### config.mk
export PLATFORM = sky130hd
export DESIGN_NAME = rv_mini_core
export DESIGN_NICKNAME = d
export VERILOG_FILES = /design/src/rv_mini_pkg.sv /design/src/rv_mini_stage_if.sv /design/src/rv_mini_regfile.sv /design/src/rv_mini_ifu.sv /design/src/rv_mini_idu.sv /design/src/rv_mini_exu.sv /design/src/rv_mini_core.sv
export SDC_FILE = /design/constraint.sdc
export NUM_CORES = 2
export LEC_CHECK = 0
export BUFFER_PORTS_ARGS = -buffer_cell sky130_fd_sc_hd__buf_2
export CAP_MARGIN = 20
export CORE_AREA = 2 2 416 315
export CTS_CLUSTER_SIZE = 28
export DETAILED_ROUTE_END_ITERATION = 16
export DIE_AREA = 0 0 418 317
export PLACE_DENSITY = 0.68
export SYNTH_ARGS = -nofsm -noshare
export SYNTH_HDL_FRONTEND = slang
export SYNTH_HIERARCHICAL = 1
export SYNTH_SLANG_ARGS = --single-unit
### constraint.sdc
create_clock -name clk -period 3.5 [get_ports clk]
set_clock_uncertainty 0.1 [all_clocks]
set_input_delay 0.35 -clock clk [delete_from_list [all_inputs] [get_ports clk]]
set_output_delay 0.35 -clock clk [all_outputs]
set_load 0.01 [all_outputs]
### src/rv_mini_pkg.sv
`default_nettype none

package rv_mini_pkg;

    localparam int XLEN       = 32;
    localparam int REG_ADDR_W = 5;
    localparam int NUM_REGS   = 2 ** REG_ADDR_W;
    localparam int CMD_W      = 4;

    localparam logic [XLEN-1:0] RESET_PC = '0;

    localparam logic [6:0] OPC_OP_IMM = 7'b00100_11;
    localparam logic [6:0] OPC_LUI    = 7'b01101_11;
    localparam logic [6:0] OPC_AUIPC  = 7'b00101_11;
    localparam logic [6:0] OPC_SYSTEM = 7'b11100_11;

    localparam logic [2:0]  F3_ADDI    = 3'b000;
    localparam logic [11:0] F12_EBREAK = 12'h001; // ecall has zero here.

    // Fetch unit states.
    localparam logic [1:0] ST_REQ  = 2'd0;
    localparam logic [1:0] ST_WAIT = 2'd1;
    localparam logic [1:0] ST_HALT = 2'd2;

    typedef enum logic [CMD_W-1:0] {
        CMD_NOP  = 4'd0,
        CMD_ADD  = 4'd1,
        CMD_EQU  = 4'd2, // Pass src1 through.
        CMD_HALT = 4'd3
    } cmd_e;

    typedef union packed {
        struct packed {
            logic [11:0]           imm12;
            logic [REG_ADDR_W-1:0] rs1;
            logic [2:0]            funct3;
            logic [REG_ADDR_W-1:0] rd;
            logic [6:0]            opcode;
        } i_fmt;
        struct packed {
            logic [19:0]           imm20;
            logic [REG_ADDR_W-1:0] rd;
            logic [6:0]            opcode;
        } u_fmt;
    } inst_u;

endpackage

`default_nettype wire

### src/rv_mini_stage_if.sv
`timescale 1ns/1ps
`default_nettype none

interface fetch_if import rv_mini_pkg::*; ();

    logic            valid; // One pulse per fetched word.
    logic [XLEN-1:0] inst;
    logic [XLEN-1:0] pc;

    modport source (output valid, inst, pc);
    modport sink   (input valid, inst, pc);

endinterface

interface issue_if import rv_mini_pkg::*; ();

    logic                  valid; // One pulse per decoded word.
    cmd_e                  command;
    logic [XLEN-1:0]       src1;
    logic [XLEN-1:0]       src2;
    logic [REG_ADDR_W-1:0] des;    // Zero when nothing is written.

    modport source (output valid, command, src1, src2, des);
    modport sink   (input valid, command, src1, src2, des);

endinterface

`default_nettype wire

### src/rv_mini_regfile.sv
`timescale 1ns/1ps
`default_nettype none

module rv_mini_regfile import rv_mini_pkg::*; (
    input  logic                  clk,
    input  logic                  arst_n,
    input  logic                  we,
    input  logic [REG_ADDR_W-1:0] waddr,
    input  logic [XLEN-1:0]       wdata,
    input  logic [REG_ADDR_W-1:0] raddr1,
    input  logic [REG_ADDR_W-1:0] raddr2,
    output logic [XLEN-1:0]       rdata1,
    output logic [XLEN-1:0]       rdata2
);

    logic [XLEN-1:0] regs [NUM_REGS];

    always_ff @(posedge clk or negedge arst_n) begin
        if (!arst_n) begin
            for (int i = 0; i < NUM_REGS; i++) begin
                regs[i] <= '0;
            end
        end else if (we && (waddr != '0)) begin
            regs[waddr] <= wdata;
        end
    end

    assign rdata1 = (raddr1 == '0) ? '0 : regs[raddr1];
    assign rdata2 = (raddr2 == '0) ? '0 : regs[raddr2];

    // The execute stage filters x0 before it raises we.
    assert property (@(posedge clk) disable iff (!arst_n) !(we && (waddr == '0)))
        else $error("write to x0 attempted");

endmodule

`default_nettype wire

### src/rv_mini_ifu.sv
`timescale 1ns/1ps
`default_nettype none

module rv_mini_ifu import rv_mini_pkg::*; (
    input  logic            clk,
    input  logic            arst_n,
    output logic            wb_cyc,
    output logic            wb_stb,
    output logic [XLEN-1:0] wb_adr,
    input  logic [XLEN-1:0] wb_dat_r,
    input  logic            wb_ack,
    input  logic            retire,
    input  logic            halt,
    fetch_if.source         fetch
);

    logic [1:0]      state_q;
    logic [XLEN-1:0] pc_q;
    logic [XLEN-1:0] inst_q;
    logic            cyc_q;
    logic            valid_q;
    logic            take;

    assign take = (state_q == ST_REQ) && cyc_q && wb_ack; // Word accepted on this edge.

    always_ff @(posedge clk or negedge arst_n) begin
        if (!arst_n) begin
            state_q <= ST_REQ;
            pc_q    <= RESET_PC;
            cyc_q   <= 1'b0;
            valid_q <= 1'b0;
        end else begin
            valid_q <= take;
            case (state_q)
                ST_REQ: begin
                    if (take) begin
                        cyc_q   <= 1'b0;
                        state_q <= ST_WAIT;
                    end else begin
                        cyc_q <= 1'b1; // Opens the first read after reset.
                    end
                end
                ST_WAIT: begin
                    if (retire && halt) begin
                        state_q <= ST_HALT;
                    end else if (retire) begin
                        pc_q    <= pc_q + XLEN'(4);
                        cyc_q   <= 1'b1;
                        state_q <= ST_REQ;
                    end
                end
                default: begin
                    cyc_q <= 1'b0; // Bus stays idle once halted.
                end
            endcase
        end
    end

    always_ff @(posedge clk) begin
        if (take) begin
            inst_q <= wb_dat_r;
        end
    end

    assign wb_cyc = cyc_q;
    assign wb_stb = cyc_q;
    assign wb_adr = pc_q;

    assign fetch.valid = valid_q;
    assign fetch.inst  = inst_q;
    assign fetch.pc    = pc_q;

    assert property (@(posedge clk) disable iff (!arst_n) wb_stb |-> wb_cyc)
        else $error("stb high without cyc");

    // A pending request keeps its address until the slave acks.
    assert property (@(posedge clk) disable iff (!arst_n)
        (wb_stb && !wb_ack) |=> (wb_stb && $stable(wb_adr)))
        else $error("adr changed while waiting for ack");

endmodule

`default_nettype wire

### src/rv_mini_idu.sv
`timescale 1ns/1ps
`default_nettype none

module rv_mini_idu import rv_mini_pkg::*; (
    input  logic                  clk,
    input  logic                  arst_n,
    fetch_if.sink                 fetch,
    output logic [REG_ADDR_W-1:0] raddr1,
    output logic [REG_ADDR_W-1:0] raddr2,
    input  logic [XLEN-1:0]       rdata1,
    input  logic [XLEN-1:0]       rdata2,
    issue_if.source               issue
);

    inst_u                 word;
    logic [XLEN-1:0]       imm_i;
    logic [XLEN-1:0]       imm_u;
    cmd_e                  cmd_d;
    logic [XLEN-1:0]       src1_d;
    logic [XLEN-1:0]       src2_d;
    logic [REG_ADDR_W-1:0] des_d;
    logic                  is_ebreak;

    logic                  valid_q;
    cmd_e                  cmd_q;
    logic [XLEN-1:0]       src1_q;
    logic [XLEN-1:0]       src2_q;
    logic [REG_ADDR_W-1:0] des_q;

    assign word = fetch.inst;

    assign raddr1 = word.i_fmt.rs1;
    assign raddr2 = word.i_fmt.imm12[REG_ADDR_W-1:0]; // rs2 field of R and S formats.

    assign imm_i = {{20{word.i_fmt.imm12[11]}}, word.i_fmt.imm12};
    assign imm_u = {word.u_fmt.imm20, 12'b0};

    assign is_ebreak = (word.i_fmt.imm12 == F12_EBREAK) && (word.i_fmt.rs1 == '0)
                       && (word.i_fmt.funct3 == '0) && (word.i_fmt.rd == '0);

    always_comb begin
        cmd_d  = CMD_NOP;
        src1_d = '0;
        src2_d = '0;
        des_d  = '0;
        case (word.i_fmt.opcode)
            OPC_OP_IMM: begin
                if (word.i_fmt.funct3 == F3_ADDI) begin
                    cmd_d  = CMD_ADD;
                    src1_d = imm_i;
                    src2_d = rdata1;
                    des_d  = word.i_fmt.rd;
                end
            end
            OPC_LUI: begin
                cmd_d  = CMD_EQU;
                src1_d = imm_u;
                des_d  = word.u_fmt.rd;
            end
            OPC_AUIPC: begin
                cmd_d  = CMD_ADD;
                src1_d = fetch.pc;
                src2_d = imm_u;
                des_d  = word.u_fmt.rd;
            end
            OPC_SYSTEM: begin
                if (is_ebreak) begin
                    cmd_d = CMD_HALT;
                end
            end
            default: begin
                cmd_d = CMD_NOP;
            end
        endcase
    end

    always_ff @(posedge clk or negedge arst_n) begin
        if (!arst_n) begin
            valid_q <= 1'b0;
        end else begin
            valid_q <= fetch.valid;
        end
    end

    always_ff @(posedge clk) begin
        if (fetch.valid) begin
            cmd_q  <= cmd_d;
            src1_q <= src1_d;
            src2_q <= src2_d;
            des_q  <= des_d;
        end
    end

    assign issue.valid   = valid_q;
    assign issue.command = cmd_q;
    assign issue.src1    = src1_q;
    assign issue.src2    = src2_q;
    assign issue.des     = des_q;

    assert property (@(posedge clk) disable iff (!arst_n)
        (issue.valid && issue.command == CMD_HALT) |-> (issue.des == '0))
        else $error("halt issued with a destination register");

endmodule

`default_nettype wire

### src/rv_mini_exu.sv
`timescale 1ns/1ps
`default_nettype none

module rv_mini_exu import rv_mini_pkg::*; (
    input  logic                  clk,
    input  logic                  arst_n,
    issue_if.sink                 issue,
    output logic                  rf_we,
    output logic [REG_ADDR_W-1:0] rf_waddr,
    output logic [XLEN-1:0]       rf_wdata,
    output logic                  retire,
    output logic                  halted,
    output logic                  ret_valid,
    output logic [REG_ADDR_W-1:0] ret_rd,
    output logic [XLEN-1:0]       ret_data
);

    logic [XLEN-1:0]       result;
    logic                  writes;
    logic                  ret_q;
    logic                  we_q;
    logic                  halted_q;
    logic [REG_ADDR_W-1:0] rd_q;
    logic [XLEN-1:0]       res_q;

    always_comb begin
        case (issue.command)
            CMD_ADD: result = issue.src1 + issue.src2;
            CMD_EQU: result = issue.src1;
            default: result = '0;
        endcase
    end

    assign writes = issue.valid && (issue.des != '0);

    always_ff @(posedge clk or negedge arst_n) begin
        if (!arst_n) begin
            ret_q    <= 1'b0;
            we_q     <= 1'b0;
            halted_q <= 1'b0;
        end else begin
            ret_q <= issue.valid;
            we_q  <= writes;
            if (issue.valid && issue.command == CMD_HALT) begin
                halted_q <= 1'b1; // Sticky until reset.
            end
        end
    end

    always_ff @(posedge clk) begin
        if (issue.valid) begin
            res_q <= result;
            rd_q  <= issue.des;
        end
    end

    assign rf_we     = we_q;
    assign rf_waddr  = rd_q;
    assign rf_wdata  = res_q;
    assign retire    = ret_q;
    assign ret_valid = ret_q;
    assign ret_rd    = rd_q;
    assign ret_data  = res_q;
    assign halted    = halted_q;

    // One instruction in flight, so nothing new issues while retiring.
    assert property (@(posedge clk) disable iff (!arst_n)
        issue.valid |=> (retire && !issue.valid))
        else $error("retire did not follow issue by one cycle");

endmodule

`default_nettype wire

### src/rv_mini_core.sv
`timescale 1ns/1ps
`default_nettype none

module rv_mini_core import rv_mini_pkg::*; (
    input  logic                  clk,
    input  logic                  arst_n,
    output logic                  wb_cyc,
    output logic                  wb_stb,
    output logic                  wb_we,
    output logic [XLEN-1:0]       wb_adr,
    input  logic [XLEN-1:0]       wb_dat_r,
    input  logic                  wb_ack,
    output logic                  ret_valid,
    output logic [REG_ADDR_W-1:0] ret_rd,
    output logic [XLEN-1:0]       ret_data,
    output logic                  halted
);

    logic                  retire;
    logic [REG_ADDR_W-1:0] raddr1;
    logic [REG_ADDR_W-1:0] raddr2;
    logic [XLEN-1:0]       rdata1;
    logic [XLEN-1:0]       rdata2;
    logic                  rf_we;
    logic [REG_ADDR_W-1:0] rf_waddr;
    logic [XLEN-1:0]       rf_wdata;

    fetch_if fetch_bus ();
    issue_if issue_bus ();

    assign wb_we = 1'b0; // Instruction port only reads.

    rv_mini_ifu u_ifu (
        .clk      (clk),
        .arst_n   (arst_n),
        .wb_cyc   (wb_cyc),
        .wb_stb   (wb_stb),
        .wb_adr   (wb_adr),
        .wb_dat_r (wb_dat_r),
        .wb_ack   (wb_ack),
        .retire   (retire),
        .halt     (halted),
        .fetch    (fetch_bus.source)
    );

    rv_mini_idu u_idu (
        .clk    (clk),
        .arst_n (arst_n),
        .fetch  (fetch_bus.sink),
        .raddr1 (raddr1),
        .raddr2 (raddr2),
        .rdata1 (rdata1),
        .rdata2 (rdata2),
        .issue  (issue_bus.source)
    );

    rv_mini_exu u_exu (
        .clk       (clk),
        .arst_n    (arst_n),
        .issue     (issue_bus.sink),
        .rf_we     (rf_we),
        .rf_waddr  (rf_waddr),
        .rf_wdata  (rf_wdata),
        .retire    (retire),
        .halted    (halted),
        .ret_valid (ret_valid),
        .ret_rd    (ret_rd),
        .ret_data  (ret_data)
    );

    rv_mini_regfile u_regfile (
        .clk    (clk),
        .arst_n (arst_n),
        .we     (rf_we),
        .waddr  (rf_waddr),
        .wdata  (rf_wdata),
        .raddr1 (raddr1),
        .raddr2 (raddr2),
        .rdata1 (rdata1),
        .rdata2 (rdata2)
    );

endmodule

`default_nettype wire

==> impl_metrics.toml <==
[setup_path]
crit_type = "reg2reg"
worstPathMaxFanout = 3
critical_path_arrival_ps = 3500
ff2ff_path_depth = 12
critPathTopFamily = "compound AO/OA/AOI/OAI gates"
max_stage_delay_ps = 410
cp_slowest_cell = "a2111oi_2"
setup.worst_path.start_class = "flop"
worstReg2RegEnd = "u_exu/ret_data[28]"
r2r_setup_slack_ps = 400
worstPathRequired_ps = 3910
crit-reg2reg-launch = "u_idu/issue.src1[0]"
worst_setup_path_end_kind = "flop"
worstPathBufferInverterCount = 1
cp_cell_sequence = "ha_1 > inv_1 > fa_1 > nor2b_1 > o21ai_2 > a21boi_2 > o31ai_1 > a21oi_2 > o311ai_4 > a2111oi_2 > mux2i_1 > nand2_1"

[detailed_routing]
drt-wirelength-per-cell_um = 28.52
detailroute.via_count = 33890
drc = 0
first_iter_violations = 3510
via_per_inst = 6.086
routed_wirelength_um = 158800
route.antenna.remaining_nets = 0
detailedRoute.firstPassIterationCount = 5

[sta]
hold_viol_final = 0
layout_worst_path_cycle_share_pct = 88.47
final-setup-viol-count = 0
report.final.slew_viol_count = 0
fmax_mhz = 323.0
worst_slew_margin_relative_to_its_limit_pct = 27.10
setup-tns-final_ps = 0
grt_setup_unrepaired = "false"
tightestPinTransition_ps = 1093
min_period_ps = 3096

[clock_tree]
clock_latency_ps = 750
tritoncts = "done"
htreeDepth = 3
clock_sinks = 1202
clock_slew_seen_by_the_registers_of_the_worst_setup_and_hold_paths_ps = 70
clock_buffers_created_by_tritoncts = 108
ctsLongestPathBuffers = 3
cts-root-buf = "clkbuf_16"
cts_setup_buffers = 0

[global_route]
globalRouteOverflowTotal = 0
gr-usage-all-layers_pct = 24.04
grt_start_max_net_pins = 115
grt_pass1_wl_um = 234600
grt_pass1_vias = 33630
grt_antenna_before_repair = 6

[layout]
finalNonFillerCells = 5568
final_layout_size_suffix_gt1_share_pct = 45.54
mostFrequentLayoutCells = "dfrtp_1 (1060), mux2_2 (1014), mux4_2 (224)"
mostFrequentLayoutCell = "dfrtp_1"
layout-area-overhead-vs-synth_pct = 11.98
fin_nets = 3863

[hold_path]
hold_class = "in2async"

[power]
power_density_nw_per_um2 = 642.9
max-vdd-ir-drop_mv = 0.4611
pleak_nw = 28.69

[floorplanning]
num_rows = 114
io-pin-count = 109
dieHeight_um = 317
floorplan.die_area_um2 = 132500
dieWidth_um = 418
coreArea_um2 = 128200
initial_core_util_pct = 43.47

[flow_run]
drv_cap = 0

[logic_synthesis]
synth-warning-count = 6
synth_area_per_cell_um2 = 14.71
netlist_area_um2 = 55750
synthesis.instances = 3790

[place]
gpl.final_weighted_congestion = 0.9197
detailedPlacementHpwl_um = 97370
port_buffers = 105
total_instance_count_after_detailed_placement = 5328

[status]
outcome = "completed"
## worst register-to-register path, cell delays in order, from the launching register on
cell	delay, ps
edfxtp_1	350
ha_1	170
inv_1	60
fa_1	400
nor2b_1	160
o21ai_2	90
a21boi_2	230
o31ai_1	170
a21oi_2	250
o311ai_4	150
a2111oi_2	410
mux2i_1	270
nand2_1	70
## where the power goes
group	leakage (nW)	switching [mW]	internal (mW)	total (mW)
clock network	1.77	5.43	6.91	12.3
logic	11.1	3.34	4.70	8.04
registers	15.8	2.05	17.7	19.8
total	28.7	10.8	29.3	40.1
## layer usage
layer / routed length [um] / GRT usage, %
met5: 7 / 0
met4: 4231 / 6.449
met3: 14820 / 6.248
met2: 69130 / 35.14
met1: 70630 / 35.55
## timing repair
action                                 in CTS  in global routing
hold buffers                               34                  0
gates resized for setup                     0                  0
endpoints found under the hold margin     156                  0
## worst max path at each step
stage                          from  slack, ps  depth (start not counted)              endpoint
3_5_place_dp   u_ifu/fetch.inst[18]        440                          7  u_idu/issue.src2[13]
5_1_grt         u_idu/issue.src1[0]        200                         12    u_exu/ret_data[28]
3_3_place_gp   u_ifu/fetch.inst[18]        460                          7  u_idu/issue.src2[13]
4_1_cts        u_ifu/fetch.inst[18]        420                          7  u_idu/issue.src2[13]
6_report        u_idu/issue.src1[0]        400                         12    u_exu/ret_data[28]
2_1_floorplan          u_ifu/wb_cyc        150                          2   u_ifu/fetch.inst[0]
## flip-flops by register name (all words and copies together), names as in the netlist, 5 cells and up
name	flops
u_regfile/regs	1024
u_exu/ret_data	32
u_idu/issue.src1	32
u_idu/issue.src2	32
u_ifu/fetch.inst	32
u_ifu/fetch.pc	30
u_exu/ret_rd	5
u_idu/issue.des	5
## final cells by class
| type | instances | area, um^2 |
|---|---|---|
| inverter | 9 | 35.03 |
| clock buffer | 158 | 3112 |
| antenna | 4 | 10.01 |
| timing repair buffer | 328 | 2915 |
| multi-input combinational | 2146 | 22940 |
| clock inverter | 39 | 528.0 |
| sequential | 1202 | 30780 |
| fill | 10860 | 65810 |
| tap | 1682 | 2105 |
## through the flow
stage	cell area (um^2)	hold slack, ps	util, %	setup slack (ps)	power, mW
floorplan	55760	-45.59	-	145.1	25.28
global placement	58270	260.4	45.44	464.4	27.45
detailed placement	58300	263.5	45.46	435.3	27.83
CTS	62280	106.9	48.57	422.3	40.20
global route	62410	101.1	48.67	196.7	41.90
finish	62420	108.2	48.68	403.7	40.13
Note: power is estimated with default switching activity, not from simulation.
